--- config.mk ---
export PLATFORM = sky130hd
export DESIGN_NAME = raw_isp_top
export DESIGN_NICKNAME = d
export VERILOG_FILES = /design/src/isp_pkg.sv /design/src/raw_isp_top.sv /design/src/frame_stats.sv /design/src/rgb_gain.sv /design/src/black_level.sv /design/src/isp_regs.sv
export SDC_FILE = /design/constraint.sdc
export NUM_CORES = 1
export LEC_CHECK = 0
export ABC_AREA = 1
export BUFFER_PORTS_ARGS = -buffer_cell sky130_fd_sc_hd__buf_2
export CAP_MARGIN = 15
export CORE_AREA = 2 2 245 199
export CTS_CLUSTER_SIZE = 8
export DETAILED_ROUTE_END_ITERATION = 8
export DIE_AREA = 0 0 247 201
export GPL_TIMING_DRIVEN = 0
export PLACE_DENSITY_LB_ADDON = 0.05
export SETUP_SLACK_MARGIN = 0.2
export SYNTH_ARGS = -nofsm -noshare
export SYNTH_HDL_FRONTEND = slang
export SYNTH_SLANG_ARGS = --single-unit
--- constraint.sdc ---
create_clock -name i_pclk -period 5.3 [get_ports i_pclk]
set_clock_uncertainty 0.1 [all_clocks]
set_input_delay 1.06 -clock i_pclk [delete_from_list [all_inputs] [get_ports i_pclk]]
set_output_delay 1.06 -clock i_pclk [all_outputs]
set_load 0.01 [all_outputs]
--- src/isp_pkg.sv ---
package isp_pkg;

	localparam int LANES = 4; // pixels per beat

	// video timing that travels beside the pixel lanes
	typedef struct packed
	{
		logic hs;
		logic vs;
		logic de;
		logic valid;
	} sync_t;

	// bit 2 set: 1.0 to 1.75, bit 2 clear: 0.0 to 0.75
	typedef logic [2:0] gain_code_t;

	typedef struct packed
	{
		gain_code_t red;
		gain_code_t green;
		gain_code_t blue;
	} gains_t;

	typedef logic [2:0] reg_addr_t;
	typedef logic [31:0] reg_data_t;

	localparam gain_code_t GAIN_UNITY = 3'b100;

	localparam reg_addr_t ADDR_GAINS = 3'd0;
	localparam reg_addr_t ADDR_BLACK = 3'd1;
	localparam reg_addr_t ADDR_SUM_R = 3'd2;
	localparam reg_addr_t ADDR_SUM_G = 3'd3;
	localparam reg_addr_t ADDR_SUM_B = 3'd4;

	localparam gains_t GAINS_RESET = '{
		red:   GAIN_UNITY,
		green: GAIN_UNITY,
		blue:  GAIN_UNITY
	};

endpackage
--- src/raw_isp_top.sv ---
`timescale 1ns/100ps

module raw_isp_top
#(
	parameter int P_DEPTH = 10,
	parameter int STAT_W  = 32
)
(
	input  logic                                i_pclk,
	input  logic                                i_arstn,
	input  isp_pkg::sync_t                      i_sync,
	input  logic [isp_pkg::LANES*P_DEPTH-1:0]   i_data,
	input  logic                                i_reg_wr,
	input  isp_pkg::reg_addr_t                  i_reg_addr,
	input  isp_pkg::reg_data_t                  i_reg_wdata,
	output isp_pkg::sync_t                      o_sync,
	output logic [isp_pkg::LANES*P_DEPTH-1:0]   o_data,
	output isp_pkg::reg_data_t                  o_reg_rdata
);

	isp_pkg::sync_t                      bl_sync;
	logic [isp_pkg::LANES*P_DEPTH-1:0]   bl_data;
	isp_pkg::sync_t                      gn_sync;
	logic [isp_pkg::LANES*P_DEPTH-1:0]   gn_data;
	isp_pkg::gains_t                     gains;
	logic [P_DEPTH-1:0]                  black;
	logic                                stat_done;
	logic [STAT_W-1:0]                   sum_r;
	logic [STAT_W-1:0]                   sum_g;
	logic [STAT_W-1:0]                   sum_b;

	isp_regs #(.P_DEPTH(P_DEPTH), .STAT_W(STAT_W)) u_regs (
		.i_pclk(i_pclk), .i_arstn(i_arstn),
		.i_reg_wr(i_reg_wr), .i_reg_addr(i_reg_addr), .i_reg_wdata(i_reg_wdata),
		.i_frame_vs(i_sync.vs), // staged settings apply at input frame start
		.i_stat_done(stat_done), .i_sum_r(sum_r), .i_sum_g(sum_g), .i_sum_b(sum_b),
		.o_reg_rdata(o_reg_rdata), .o_gains(gains), .o_black(black)
	);

	black_level #(.P_DEPTH(P_DEPTH)) u_black (
		.i_pclk(i_pclk), .i_arstn(i_arstn), .i_sync(i_sync), .i_data(i_data),
		.i_black(black), .o_sync(bl_sync), .o_data(bl_data)
	);

	rgb_gain #(.P_DEPTH(P_DEPTH)) u_gain (
		.i_pclk(i_pclk), .i_arstn(i_arstn), .i_sync(bl_sync), .i_data(bl_data),
		.i_gains(gains), .o_sync(gn_sync), .o_data(gn_data)
	);

	frame_stats #(.P_DEPTH(P_DEPTH), .STAT_W(STAT_W)) u_stats (
		.i_pclk(i_pclk), .i_arstn(i_arstn), .i_sync(gn_sync), .i_data(gn_data),
		.o_stat_done(stat_done), .o_sum_r(sum_r), .o_sum_g(sum_g), .o_sum_b(sum_b)
	);

	assign o_sync = gn_sync;
	assign o_data = gn_data;

endmodule

--- src/frame_stats.sv ---
`timescale 1ns/100ps

module frame_stats
#(
	parameter int P_DEPTH = 10,
	parameter int STAT_W  = 32
)
(
	input  logic                                i_pclk,
	input  logic                                i_arstn,
	input  isp_pkg::sync_t                      i_sync,
	input  logic [isp_pkg::LANES*P_DEPTH-1:0]   i_data,
	output logic                                o_stat_done,
	output logic [STAT_W-1:0]                   o_sum_r,
	output logic [STAT_W-1:0]                   o_sum_g,
	output logic [STAT_W-1:0]                   o_sum_b
);

	typedef logic [STAT_W-1:0] sum_t;

	logic r_vs_d;
	logic r_de_d;
	logic r_parity;
	logic w_beat;
	logic w_frame_end;
	sum_t w_odd_lanes;
	sum_t w_even_lanes;
	sum_t w_next_r;
	sum_t w_next_g;
	sum_t w_next_b;
	sum_t r_acc_r;
	sum_t r_acc_g;
	sum_t r_acc_b;
	sum_t r_sum_r;
	sum_t r_sum_g;
	sum_t r_sum_b;
	logic r_done;

	assign w_beat      = i_sync.de && i_sync.valid;
	assign w_frame_end = r_vs_d && !i_sync.vs;

	always_comb
	begin
		w_odd_lanes  = '0;
		w_even_lanes = '0;
		for (int l = 0; l < isp_pkg::LANES; l++)
		begin
			if (l[0])
				w_odd_lanes = w_odd_lanes + sum_t'(i_data[l*P_DEPTH +: P_DEPTH]);
			else
				w_even_lanes = w_even_lanes + sum_t'(i_data[l*P_DEPTH +: P_DEPTH]);
		end
		// odd lanes carry R or Gb, even lanes Gr or B
		w_next_r = r_acc_r + ((w_beat && !r_parity) ? w_odd_lanes : '0);
		w_next_g = r_acc_g + (!w_beat ? '0 : (r_parity ? w_odd_lanes : w_even_lanes));
		w_next_b = r_acc_b + ((w_beat && r_parity) ? w_even_lanes : '0);
	end

	always_ff @(posedge i_pclk)
	begin
		if (!i_arstn)
		begin
			r_vs_d   <= 1'b0;
			r_de_d   <= 1'b0;
			r_parity <= 1'b0;
			r_acc_r  <= '0;
			r_acc_g  <= '0;
			r_acc_b  <= '0;
			r_sum_r  <= '0;
			r_sum_g  <= '0;
			r_sum_b  <= '0;
			r_done   <= 1'b0;
		end
		else
		begin
			r_vs_d <= i_sync.vs;
			r_de_d <= i_sync.de;
			r_done <= w_frame_end;
			if (w_frame_end)
			begin
				r_parity <= 1'b0;
				r_sum_r  <= w_next_r;
				r_sum_g  <= w_next_g;
				r_sum_b  <= w_next_b;
				r_acc_r  <= '0;
				r_acc_g  <= '0;
				r_acc_b  <= '0;
			end
			else
			begin
				if (r_de_d && !i_sync.de)
					r_parity <= ~r_parity;
				r_acc_r <= w_next_r; // wraps at STAT_W
				r_acc_g <= w_next_g;
				r_acc_b <= w_next_b;
			end
		end
	end

	assign o_stat_done = r_done;
	assign o_sum_r     = r_sum_r;
	assign o_sum_g     = r_sum_g;
	assign o_sum_b     = r_sum_b;

endmodule

--- src/rgb_gain.sv ---
`timescale 1ns/100ps

module rgb_gain
#(
	parameter int P_DEPTH = 10
)
(
	input  logic                                i_pclk,
	input  logic                                i_arstn,
	input  isp_pkg::sync_t                      i_sync,
	input  logic [isp_pkg::LANES*P_DEPTH-1:0]   i_data,
	input  isp_pkg::gains_t                     i_gains,
	output isp_pkg::sync_t                      o_sync,
	output logic [isp_pkg::LANES*P_DEPTH-1:0]   o_data
);

	localparam int PW = isp_pkg::LANES*P_DEPTH;
	localparam int W  = P_DEPTH + 2; // sign plus one overflow bit

	typedef logic [P_DEPTH-1:0] pix_t;
	typedef logic signed [W-1:0] wide_t;

	function automatic wide_t gain_mult(input pix_t x, input isp_pkg::gain_code_t g);
		wide_t x1;
		wide_t x2;
		wide_t x4;
		x1 = wide_t'({2'b00, x});
		x2 = wide_t'({3'b000, x[P_DEPTH-1:1]}); // x>>1 truncated
		x4 = wide_t'({4'b0000, x[P_DEPTH-1:2]}); // x>>2 truncated
		if (g[2])
			gain_mult = x1 + (g[1] ? x2 : wide_t'(0)) + (g[0] ? x4 : wide_t'(0));
		else
			gain_mult = x1 - x4 - (g[1] ? wide_t'(0) : x2) - (g[0] ? wide_t'(0) : x4);
	endfunction

	function automatic pix_t clamp_pix(input wide_t v);
		if (v[W-1])
			clamp_pix = '0;
		else if (v[P_DEPTH])
			clamp_pix = '1; // saturate at full scale
		else
			clamp_pix = v[P_DEPTH-1:0];
	endfunction

	// R Gr R Gr on even lines, Gb B Gb B on odd lines
	function automatic isp_pkg::gain_code_t lane_code(input logic odd_lane, input logic odd_line,
		input isp_pkg::gains_t g);
		if (!odd_line)
			lane_code = odd_lane ? g.red : g.green;
		else
			lane_code = odd_lane ? g.green : g.blue;
	endfunction

	logic           r_vs_d;
	logic           r_de_d;
	logic           r_parity;
	logic           r_wait_first;
	wide_t          w_gained [isp_pkg::LANES];
	logic [PW-1:0]  w_data;
	isp_pkg::sync_t r_sync;
	logic [PW-1:0]  r_data;

	always_comb
	begin
		for (int l = 0; l < isp_pkg::LANES; l++)
		begin
			w_gained[l] = gain_mult(i_data[l*P_DEPTH +: P_DEPTH], lane_code(l[0], r_parity, i_gains));
			w_data[l*P_DEPTH +: P_DEPTH] = clamp_pix(w_gained[l]);
		end
	end

	always_ff @(posedge i_pclk)
	begin
		if (!i_arstn)
		begin
			r_vs_d       <= 1'b0;
			r_de_d       <= 1'b0;
			r_parity     <= 1'b0;
			r_wait_first <= 1'b0;
			r_sync       <= '0;
			r_data       <= '0;
		end
		else
		begin
			r_vs_d <= i_sync.vs;
			r_de_d <= i_sync.de;
			r_sync <= i_sync;
			r_data <= w_data;
			if (r_vs_d && !i_sync.vs) // new frame starts on an even line
			begin
				r_parity     <= 1'b0;
				r_wait_first <= 1'b1;
			end
			else
			begin
				if (r_de_d && !i_sync.de)
					r_parity <= ~r_parity; // end of line
				if (i_sync.de)
					r_wait_first <= 1'b0;
			end
		end
	end

	assign o_sync = r_sync;
	assign o_data = r_data;

	a_first_line_even: assert property (@(posedge i_pclk) disable iff (!i_arstn)
		(r_wait_first && i_sync.de) |-> !r_parity);

	for (genvar l = 0; l < isp_pkg::LANES; l++)
	begin : g_lane_chk
		// gains of 1.0 and up never darken a lane, so overflow cannot wrap
		a_no_darken: assert property (@(posedge i_pclk) disable iff (!i_arstn)
			(lane_code(l % 2 == 1, r_parity, i_gains) >= isp_pkg::GAIN_UNITY)
			|=> (o_data[l*P_DEPTH +: P_DEPTH] >= $past(i_data[l*P_DEPTH +: P_DEPTH])));
	end

endmodule

--- src/black_level.sv ---
`timescale 1ns/100ps

module black_level
#(
	parameter int P_DEPTH = 10
)
(
	input  logic                                i_pclk,
	input  logic                                i_arstn,
	input  isp_pkg::sync_t                      i_sync,
	input  logic [isp_pkg::LANES*P_DEPTH-1:0]   i_data,
	input  logic [P_DEPTH-1:0]                  i_black,
	output isp_pkg::sync_t                      o_sync,
	output logic [isp_pkg::LANES*P_DEPTH-1:0]   o_data
);

	localparam int PW = isp_pkg::LANES*P_DEPTH;

	typedef logic [P_DEPTH-1:0] pix_t;

	logic [PW-1:0]  w_data;
	isp_pkg::sync_t r_sync;
	logic [PW-1:0]  r_data;

	always_comb
	begin
		for (int l = 0; l < isp_pkg::LANES; l++)
		begin
			if (pix_t'(i_data[l*P_DEPTH +: P_DEPTH]) > i_black)
				w_data[l*P_DEPTH +: P_DEPTH] = i_data[l*P_DEPTH +: P_DEPTH] - i_black;
			else
				w_data[l*P_DEPTH +: P_DEPTH] = '0; // floor at zero
		end
	end

	always_ff @(posedge i_pclk)
	begin
		if (!i_arstn)
		begin
			r_sync <= '0;
			r_data <= '0;
		end
		else
		begin
			r_sync <= i_sync;
			r_data <= w_data;
		end
	end

	assign o_sync = r_sync;
	assign o_data = r_data;

endmodule

--- src/isp_regs.sv ---
`timescale 1ns/100ps

module isp_regs
#(
	parameter int P_DEPTH = 10,
	parameter int STAT_W  = 32
)
(
	input  logic               i_pclk,
	input  logic               i_arstn,
	input  logic               i_reg_wr,
	input  isp_pkg::reg_addr_t i_reg_addr,
	input  isp_pkg::reg_data_t i_reg_wdata,
	input  logic               i_frame_vs,
	input  logic               i_stat_done,
	input  logic [STAT_W-1:0]  i_sum_r,
	input  logic [STAT_W-1:0]  i_sum_g,
	input  logic [STAT_W-1:0]  i_sum_b,
	output isp_pkg::reg_data_t o_reg_rdata,
	output isp_pkg::gains_t    o_gains,
	output logic [P_DEPTH-1:0] o_black
);

	typedef logic [P_DEPTH-1:0] pix_t;
	typedef logic [STAT_W-1:0] sum_t;

	isp_pkg::gains_t r_gains_stg;
	isp_pkg::gains_t r_gains;
	pix_t            r_black_stg;
	pix_t            r_black;
	logic            r_vs_d;
	sum_t            r_sum_r;
	sum_t            r_sum_g;
	sum_t            r_sum_b;

	if (STAT_W > 32)
		$error("STAT_W must fit the 32-bit register word");

	always_ff @(posedge i_pclk)
	begin
		if (!i_arstn)
		begin
			r_gains_stg <= isp_pkg::GAINS_RESET;
			r_gains     <= isp_pkg::GAINS_RESET;
			r_black_stg <= '0;
			r_black     <= '0;
			r_vs_d      <= 1'b0;
			r_sum_r     <= '0;
			r_sum_g     <= '0;
			r_sum_b     <= '0;
		end
		else
		begin
			r_vs_d <= i_frame_vs;
			if (i_reg_wr && i_reg_addr == isp_pkg::ADDR_GAINS)
				r_gains_stg <= isp_pkg::gains_t'(i_reg_wdata[$bits(isp_pkg::gains_t)-1:0]);
			if (i_reg_wr && i_reg_addr == isp_pkg::ADDR_BLACK)
				r_black_stg <= i_reg_wdata[P_DEPTH-1:0];
			if (r_vs_d && !i_frame_vs) // frame start, no mid-frame change
			begin
				r_gains <= r_gains_stg;
				r_black <= r_black_stg;
			end
			if (i_stat_done)
			begin
				r_sum_r <= i_sum_r;
				r_sum_g <= i_sum_g;
				r_sum_b <= i_sum_b;
			end
		end
	end

	always_comb
	begin
		case (i_reg_addr)
			isp_pkg::ADDR_GAINS: o_reg_rdata = isp_pkg::reg_data_t'(r_gains);
			isp_pkg::ADDR_BLACK: o_reg_rdata = isp_pkg::reg_data_t'(r_black);
			isp_pkg::ADDR_SUM_R: o_reg_rdata = isp_pkg::reg_data_t'(r_sum_r);
			isp_pkg::ADDR_SUM_G: o_reg_rdata = isp_pkg::reg_data_t'(r_sum_g);
			isp_pkg::ADDR_SUM_B: o_reg_rdata = isp_pkg::reg_data_t'(r_sum_b);
			default:             o_reg_rdata = '0;
		endcase
	end

	assign o_gains = r_gains;
	assign o_black = r_black;

	// frame_stats reports once per frame
	a_done_pulse: assert property (@(posedge i_pclk) disable iff (!i_arstn)
		i_stat_done |=> !i_stat_done);

endmodule

# ---- Word level (Yosys, flattened, before mapping)
# Index checks and enable logic that the tools add are counted.
dict set report totals {
  register_bits 419
  input_bits 82
  out_inout_bits 76
  wordCells 136
}
dict set report op_classes {
  add_sub_neg 29
  order_cmp 4
  eq_ne 4
  muxes 31
  bitwise 3
  reduce_logical 27
}
# operator count
set op_table {}
lappend op_table {{32-bit one-hot mux with 5 select lines} 1}
lappend op_table {{32-bit two-way mux} 4}
lappend op_table {{32-bit adder} 3}
lappend op_table {{12-bit subtractor} 8}
lappend op_table {{9-bit two-way mux} 8}
lappend op_table {{8-bit two-way mux} 8}
lappend op_table {{11-bit by 12-bit adder with 12-bit output} 4}
lappend op_table {{12-bit adder} 4}
lappend op_table {{12-bit two-way mux} 4}
lappend op_table {{10-bit by 8-bit subtractor with 11-bit output} 4}
lappend op_table {{10-bit greater-than comparator} 4}
lappend op_table {{10-bit two-way mux} 4}
lappend op_table {{10-bit subtractor} 4}
lappend op_table {{10-bit by 10-bit adder with 11-bit output} 2}
lappend op_table {{2-bit OR reduction} 6}
lappend op_table {{1-bit logical AND} 10}
lappend op_table {{2-bit AND reduction} 4}
lappend op_table {{3-bit by 2-bit equality test with 1-bit output, second input constant} 2}
lappend op_table {{1-bit zero test} 6}
lappend op_table {{3-bit two-way mux} 2}
lappend op_table {{3-bit by 1-bit equality test with 1-bit output, second input constant} 1}
lappend op_table {{3-bit equality test, second input constant} 1}
lappend op_table {{3-bit zero test} 1}
lappend op_table {{1-bit NOT} 3}

# ---- Depth between registers and ports, before layout
# Gate-level depths: netlist of the first run.
dict set report logic_depth {
  ltp_word 6
  depth_mapped 25
  ltp_nobuf 25
}

# ---- Hierarchy
# Synthesis of the first run repeated with hierarchy kept, for this count alone.
dict set report hier_totals {
  cells_unflattened 4623
  hier_area_um2 29972.5
}
# mod n_inst cells_per_inst area_each_um2 seq_area_each_um2
set modules_own_cells {}
lappend modules_own_cells {frame_stats 1 1727 11096.9 3923.8}
lappend modules_own_cells {rgb_gain 1 1581 9887.0 900.9}
lappend modules_own_cells {isp_regs 1 814 5650.4 2702.6}
lappend modules_own_cells {black_level 1 501 3338.2 880.8}

# ---- Least setup slack after synthesis of the first run
# Ideal clock, no wire load.
dict set report synth_timing {
  path_kind {register to register}
  from {register u_black.r_data[24], in the netlist u_black.o_data[24]}
  to {register u_gain.r_data[29], in the netlist u_gain.o_data[29]}
  setup_time_ns 0.113
  arrival_time_ns 3.132
  required_ns 5.087
  slack_ns 1.955
  path_stages_with_launch 25
  path_buffers 0
  synth_period_minus_slack_ns 3.345
  path_cell_list {dfxtp_1 inv_1 ha_1 a21oi_1 nand2_1 nand2_1 nand2_1 nand2_1 nand2_1 a21oi_1 xor2_1 fa_1 inv_1 ha_1 nand2_1 nor2_1 nand3_1 nand3_1 inv_1 nand2_1 nand2_1 nand2_2 nand2_1 nor2_1 nor2_1}
}
dict set report synth_via {
  elab_chain_cells 5
  word_cells_on_any_way 12
  classes_between {add/sub (5); mux (6); reduce/logical (1)}
}
# element line
set synth_lines {}
lappend synth_lines {{start, declared} black_level.sv:23} ;# logic [PW-1:0] r_data;
lappend synth_lines {{start signal, assigned} black_level.sv:46} ;# r_data <= w_data;
lappend synth_lines {{10-bit by 8-bit subtractor with 11-bit output (tied with other cells)} rgb_gain.sv:33} ;# gain_mult = x1 - x4 - (g[1] ? wide_t'(0) : x2) - (g[0] ? wide_t'(0) : x4);
lappend synth_lines {{12-bit subtractor / 11-bit by 12-bit adder with 12-bit output (equally long branches)} {rgb_gain.sv:33, rgb_gain.sv:31}}
lappend synth_lines {{12-bit subtractor / 12-bit adder (equally long branches)} {rgb_gain.sv:33, rgb_gain.sv:31}}
lappend synth_lines {{12-bit two-way mux (*)} rgb_gain.sv:30} ;# if (g[2])
lappend synth_lines {{10-bit two-way mux / 2-bit OR reduction (equally long branches)} --}
lappend synth_lines {{end signal, assigned} rgb_gain.sv:88} ;# r_data <= w_data;
lappend synth_lines {{end, declared} rgb_gain.sv:61} ;# logic [PW-1:0] r_data;
# Every way passes the cells marked *; elsewhere a longest branch is shown, timed or not.
# A chain may end at the register's enable or synchronous reset.

# ---- Final worst setup path of the first run
dict set report layout_timing {
  from {register u_gain.r_sync (netlist bit u_gain.o_sync[0])}
  to {register u_stats.r_sum_b[20], in the netlist u_stats.o_sum_b[20]}
}
dict set report layout_via {
  elab_chain_cells 4
}
# element line
set layout_lines {}
lappend layout_lines {{start, declared} rgb_gain.sv:60} ;# isp_pkg::sync_t r_sync;
lappend layout_lines {{start signal, assigned} rgb_gain.sv:87} ;# r_sync <= i_sync;
lappend layout_lines {{1-bit logical AND} frame_stats.sv:39} ;# assign w_beat = i_sync.de && i_sync.valid;
lappend layout_lines {{1-bit logical AND} frame_stats.sv:56} ;# w_next_b = r_acc_b + ((w_beat && r_parity) ? w_even_lanes : '0);
lappend layout_lines {{32-bit two-way mux} frame_stats.sv:56}
lappend layout_lines {{32-bit adder} frame_stats.sv:56}
lappend layout_lines {{end signal, assigned} frame_stats.sv:84} ;# r_sum_b <= w_next_b;
lappend layout_lines {{end, declared} frame_stats.sv:36} ;# sum_t r_sum_b;
# No other way between the ends.

==> reports/metrics.yaml, run 1 <==
die:
  dieArea_sq_mm: 0.0496
  ios: 158
  row_count: 72
  initial_core_util_pct: 59.9
  die_x_um: 247
  core_area_sq_mm: 0.0475
  die_h_um: 201
global_route:
  grt_pass1_vias: 25838
  gr-total-overflow: 0
  grt_max_degree: 17
  grt_pass1_wl_um: 137000
  grt_usage_pct: 35.1
  antenna_found_initial: 5
timing:
  hold_viol_final: 0
  slew_headroom_pct: 30.3
  worst_pin_slew_ns: 1.04
  period_minus_slack_ns: 4.37
  setup_viol: 0
  rsz0062_at_grt: "no"
  timing.fmax_ghz: 0.229
  finalSetupTns_ns: 0
  maxSlewViolCount: 0
  timing.final.ws_setup_ns: 0.934
  period_share_pct: 82.4
clocking:
  htree_levels: 2
  post_cts_resized: 0
  path_clk_slew_ns: 0.05
  cts.sinks: 419
  root_buffer: "clkbuf_16"
  clockBufferDepth: 3
  numCtsBuffers: 58
  cts_tree: "done"
  clk_latency_ns: 0.62
  cts_setup_buffers: 0
  cts-hold-fix-buffers: 0
flow_run:
  drv_cap: 0
synth:
  async_flop_share_pct: 0
  synth_top_cell_by_area: "dfxtp_1"
  synth_edf_count: 0
  synth_cells: 4207
  synth_common_cells: "nand2_1, nor2_1, inv_1, dfxtp_1, nand3_1"
  yosysMostFrequentCell: "nand2_1"
  ys_warn_count: 0
  syn-cell-area_sq_mm: 0.0285
  synth_area_leaders: "dfxtp_1, nand2_1, ha_1"
  synth.net_count: 4579
  synth-seq-cells: 419
  ys_types: 56
  yosysSeqAreaShare_pct: 29.5
  yosysTopAreaCellShare_pct: 29.5
  syn_avg_cell_area_sq_um: 6.76
  ys.flop_type: "dfxtp_1"
power_and_ir_drop:
  leakagePower_nw: 15.8
  power_density_mw_per_mm2: 360
  max-vdd-ir-drop_v: 0.000382
route:
  dr.first_iter.drc_count: 2506
  first_pass_iters: 6
  drc: 0
  via_per_inst: 5.48
  num_vias: 27636
  finalWirelength_um: 86500
  detail_route.wl_per_cell_um: 17.2
  antenna_left: 0
worst_setup_path:
  worstPathMaxFanout: 10
  critical_path_arrival_ns: 4.77
  r2r_end: "u_stats.o_sum_b[20]"
  critPathKind: "reg -> reg"
  rr_startpoint: "u_gain.o_sync[0]"
  required_ns: 5.71
  worstSetupEndpointType: "flop"
  crit_path_start_kind: "flop"
  r2r_slack_ns: 0.93
  r2r_cells: 17
place:
  place_congestion: 0.958
  numPortBuffers: 134
  pre_cts_ws_ns: 1.13
  dp_hpwl_um: 68800
min_path:
  hold_start: "u_black.o_sync[0]"
  min_path_type: "reg -> reg"
  holdPathEnd: "u_gain.o_sync[0]"
  holdPathStages: 2
status:
  status: "completed"
finish:
  area_growth_pct: 10.6
  nets: 4773
  layout-drive-gt1-share_pct: 7.81
-- area by class of cell --
class                           instances  area (sq um)
Multi-Input combinational cell       3153         17600
Fill cell                            4457         16000
Sequential cell                       419          8390
Inverter                              527          1980
Clock buffer                           61          1480
Tap cell                              629           787
Timing Repair Buffer                  134           671
Buffer                                108           487
Clock inverter                          3          65.1
Antenna cell                            6          15.0
-- power by group --
part           switching, mW  internal, mW  leakage (nW)  total, mW
registers              0.143          3.29          3.40       3.43
logic                   2.94          1.64          11.6       4.58
clock network           1.38          1.95         0.756       3.33
total                   4.46          6.87          15.8       11.3
-- how the worst max path moves through the flow --
stage,from,end,slack (ns),depth (start not counted)
floorplan,u_black.o_data[24],u_gain.o_data[29],1.95,24
global placement,u_gain.o_sync[0],u_stats.o_sum_b[20],1.17,17
detailed placement,u_gain.o_sync[0],u_stats.o_sum_b[20],1.13,17
CTS,u_gain.o_sync[0],u_stats.o_sum_b[20],1.10,17
global route,u_gain.o_sync[0],u_stats.o_sum_b[12],0.66,17
finish,u_gain.o_sync[0],u_stats.o_sum_b[20],0.93,17
-- stage by stage --
step	area [sq um]	total power [mW]	utilization [%]	instances	hold WS [ns]
finish	31500	11.3	66.3	5040	0.322
global route	31500	12.1	66.3	5039	0.346
CTS	31500	11.3	66.3	5034	0.321
detailed placement	29900	7.95	63.0	4970	0.306
global placement	29900	7.92	63.0	4970	0.306
floorplan	28500	6.83	-	4207	0.290
-- layout by cell type, fill, tap and decap left out, types with 4 or more instances in the layout --
| cell | n |
|---|---|
| nand2_1 | 1161 |
| nor2_1 | 536 |
| inv_1 | 504 |
| dfxtp_1 | 419 |
| nand3_1 | 268 |
| o21ai_0 | 244 |
| a21oi_1 | 217 |
| ha_1 | 209 |
| buf_2 | 166 |
| fa_1 | 81 |
| clkbuf_1 | 69 |
| xor2_1 | 64 |
| clkbuf_16 | 59 |
| xnor2_1 | 50 |
| nand3b_1 | 48 |
| nand4_1 | 37 |
| nor3_1 | 30 |
| nand2_2 | 26 |
| o21ai_1 | 25 |
| inv_2 | 20 |
| a21o_1 | 15 |
| o21ai_2 | 14 |
| nor3_2 | 11 |
| a31oi_1 | 11 |
| o21bai_1 | 10 |
| mux2i_1 | 10 |
| nor2_2 | 8 |
| and2_1 | 8 |
| o22ai_1 | 7 |
| o211ai_1 | 7 |
| diode_2 | 6 |
| or2_2 | 6 |
| a22o_1 | 5 |
| a211oi_1 | 5 |
| buf_4 | 5 |
| and3_1 | 5 |
| a221oi_1 | 4 |
| nand3_2 | 4 |
| o21a_1 | 4 |
| nand2_4 | 4 |
-- logic make-up after synthesis --
| family | count (synthesis) | synth area share [%] |
|---|---|---|
| and+or+nand+nor | 2161 | 31.9 |
| buffers and inverters | 635 | 8.68 |
| AOI/OAI and AO/OA | 577 | 11.1 |
| DFF | 419 | 29.5 |
| adders and majority gates | 290 | 14.9 |
| xor gates and xnor gates | 115 | 3.57 |
| muxes | 10 | 0.352 |
-- layer usage --
layer	up-vias	track usage (%)	routed length [um]
li1	13830	-	-
met1	12582	50.9	40300
met2	1088	50.4	34500
met3	136	10.2	9610
met4	0	9.51	2080
met5	-	0	0
-- worst max-delay path, stage by stage (launching register included) --
cell and delay, ns:
dfxtp_1 0.43, nand2_1 0.12, nor2_1 0.74, inv_1 0.38, clkbuf_1 0.37, nor2_1 0.20
ha_1 0.25, inv_1 0.11, fa_1 0.42, nand3b_1 0.17, nand2_1 0.14, nand2_1 0.07
nand2_1 0.16, nand2_1 0.10, nand2_1 0.19, nand3_1 0.13, nand3_1 0.12, nand2_1 0.06
Power figures use the tool's default switching activity.
==> run 2: changes to the inputs <==
==> constraint.sdc (replaced) <==
create_clock -name i_pclk -period 4.1 [get_ports i_pclk]
set_clock_uncertainty 0.1 [all_clocks]
set_input_delay 0.82 -clock i_pclk [delete_from_list [all_inputs] [get_ports i_pclk]]
set_output_delay 0.82 -clock i_pclk [all_outputs]
set_load 0.01 [all_outputs]
==> reports/metrics.yaml, run 2 (synthesized netlist as in run 1, its figures left out) <==
die:
  core_area_sq_mm: 0.0475
  dieArea_sq_mm: 0.0496
  initial_core_util_pct: 59.9
  die_x_um: 247
  ios: 158
  die_h_um: 201
  row_count: 72
route:
  antenna_left: 0
  via_per_inst: 5.50
  first_pass_iters: 8
  dr.first_iter.drc_count: 2695
  drc: 0
  num_vias: 27717
  finalWirelength_um: 87100
  detail_route.wl_per_cell_um: 17.3
status:
  status: "completed"
power_and_ir_drop:
  power_frac_comb_pct: 41.5
  clkPwrFrac_pct: 28.8
  power.total_mw: 14.9
  power.share.switching_pct: 39.5
  seq_power_share_pct: 29.7
  p_switching_mw: 5.90
  max-vdd-ir-drop_v: 0.000502
  leakagePower_nw: 15.9
  internal_power_mw: 9.04
  power_density_mw_per_mm2: 469
finish:
  layout-drive-gt1-share_pct: 9.73
  fin_util_pct: 67.1
  final_cell_mix: "nand2_1, nor2_1, inv_1, dfxtp_1, nand3_1"
  area_growth_pct: 12.0
  nets: 4778
  layout_commonest_cell: "nand2_1"
worst_setup_path:
  required_ns: 4.48
  critPathKind: "reg -> reg"
  critical_path_arrival_ns: 4.10
  crit_path_start_kind: "flop"
  r2r_cells: 14
  worstSetupEndpointType: "flop"
  worstPathMaxFanout: 5
timing:
  period_share_pct: 90.7
  worst_pin_slew_ns: 0.945
  slew_headroom_pct: 37.0
  maxSlewViolCount: 0
  setup_viol: 0
  period_minus_slack_ns: 3.72
  rsz0062_at_grt: "yes"
  timing.fmax_ghz: 0.269
  hold_viol_final: 0
global_route:
  grt_usage_pct: 35.1
  grt_pass1_wl_um: 137000
  grt_pass1_vias: 25834
  gr-total-overflow: 0
  grt_max_degree: 17
  antenna_found_initial: 6
clocking:
  path_clk_slew_ns: 0.05
  numCtsBuffers: 58
  cts-hold-fix-buffers: 0
  htree_levels: 2
  cts_tree: "done"
  clockBufferDepth: 3
  clk_latency_ns: 0.62
  cts.sinks: 419
  root_buffer: "clkbuf_16"
place:
  numPortBuffers: 134
  dp_hpwl_um: 68800
  place_congestion: 0.958
flow_run:
  drv_cap: 0
min_path:
  min_path_type: "in -> reg"
  holdPathStages: 3
-- run 2: changes by cell type in the layout (fill, tap and decap cells not counted), sizes merged --
cell / delta
buf: +5
clkbuf: -1
clkinvlp: +1
diode: -1
-- run 2: cell type report --
cell class | instances | area, sq um
Fill cell | 4404 | 15600
Inverter | 527 | 1990
Clock buffer | 61 | 1480
Timing Repair inverter | 1 | 7.51
Buffer | 108 | 500
Sequential cell | 419 | 8420
Multi-Input combinational cell | 3153 | 17900
Timing Repair Buffer | 138 | 713
Tap cell | 629 | 787
Antenna cell | 5 | 12.5
Clock inverter | 3 | 65.1
-- run 2: what timing repair did --
item / in CTS / in global routing
pin swaps: 1 / 8
cloned: 0 / 1
endpoints found under the setup margin: 80 / 149
gates resized for setup: 5 / 108
buffers inserted: 1 / 3
hold endpoints to repair: 0 / 0
-- run 2: worst max-delay path: stages, from the launching register on --
cell and delay [ns]:
dfxtp_1 0.33, ha_1 0.27, fa_1 0.44, nand3_1 0.09, nand2_1 0.10, nand2_1 0.09
nand2_1 0.17, xnor2_4 0.33, o22ai_1 0.15, ha_1 0.40, a21oi_1 0.22, o21ai_0 0.17
nand3b_1 0.29, xnor2_1 0.32, o21ai_0 0.11
-- run 2: final timing paths --
path                           from            endpoint  slack [ns]
setup / recovery  u_gain.o_data[10]  u_stats.o_sum_g[9]        0.38
hold reg to reg   u_black.o_sync[0]    u_gain.o_sync[0]        0.32
hold / removal            i_sync[2]   u_black.o_sync[2]        0.31
setup reg to reg  u_gain.o_data[10]  u_stats.o_sum_g[9]        0.38
-- run 2: routing by layer --
layer  wire [um]  track usage, %
met5           0               0
met4        2020            9.51
met1       40700            50.9
met2       34900            50.4
met3        9380            10.2
-- run 2: power groups by stage --
| stage | registers [mW] | clock network [mW] | logic [mW] |
|---|---|---|---|
| 6_report | 4.44 | 4.30 | 6.20 |
| 5_1_grt | 4.45 | 4.51 | 7.00 |
| 4_1_cts | 4.43 | 4.34 | 5.82 |
| 3_5_place_dp | 4.51 | 0 | 5.77 |
| 3_3_place_gp | 4.51 | 0 | 5.72 |
| 2_1_floorplan | 4.47 | 0 | 4.36 |
-- run 2: stage by stage --
stage | setup slack [ns] | TNS, ns | instances | hold slack (ns) | area, sq um
finish | 0.382 | 0 | 5044 | 0.308 | 31900
global route | 0.146 | 0 | 5044 | 0.288 | 31900
CTS | 0.189 | 0 | 5035 | 0.282 | 31500
detailed placement | -0.0707 | -0.340 | 4970 | 0.306 | 29900
global placement | -0.0282 | -0.0997 | 4970 | 0.306 | 29900
floorplan | 0.755 | 0 | 4207 | 0.290 | 28500
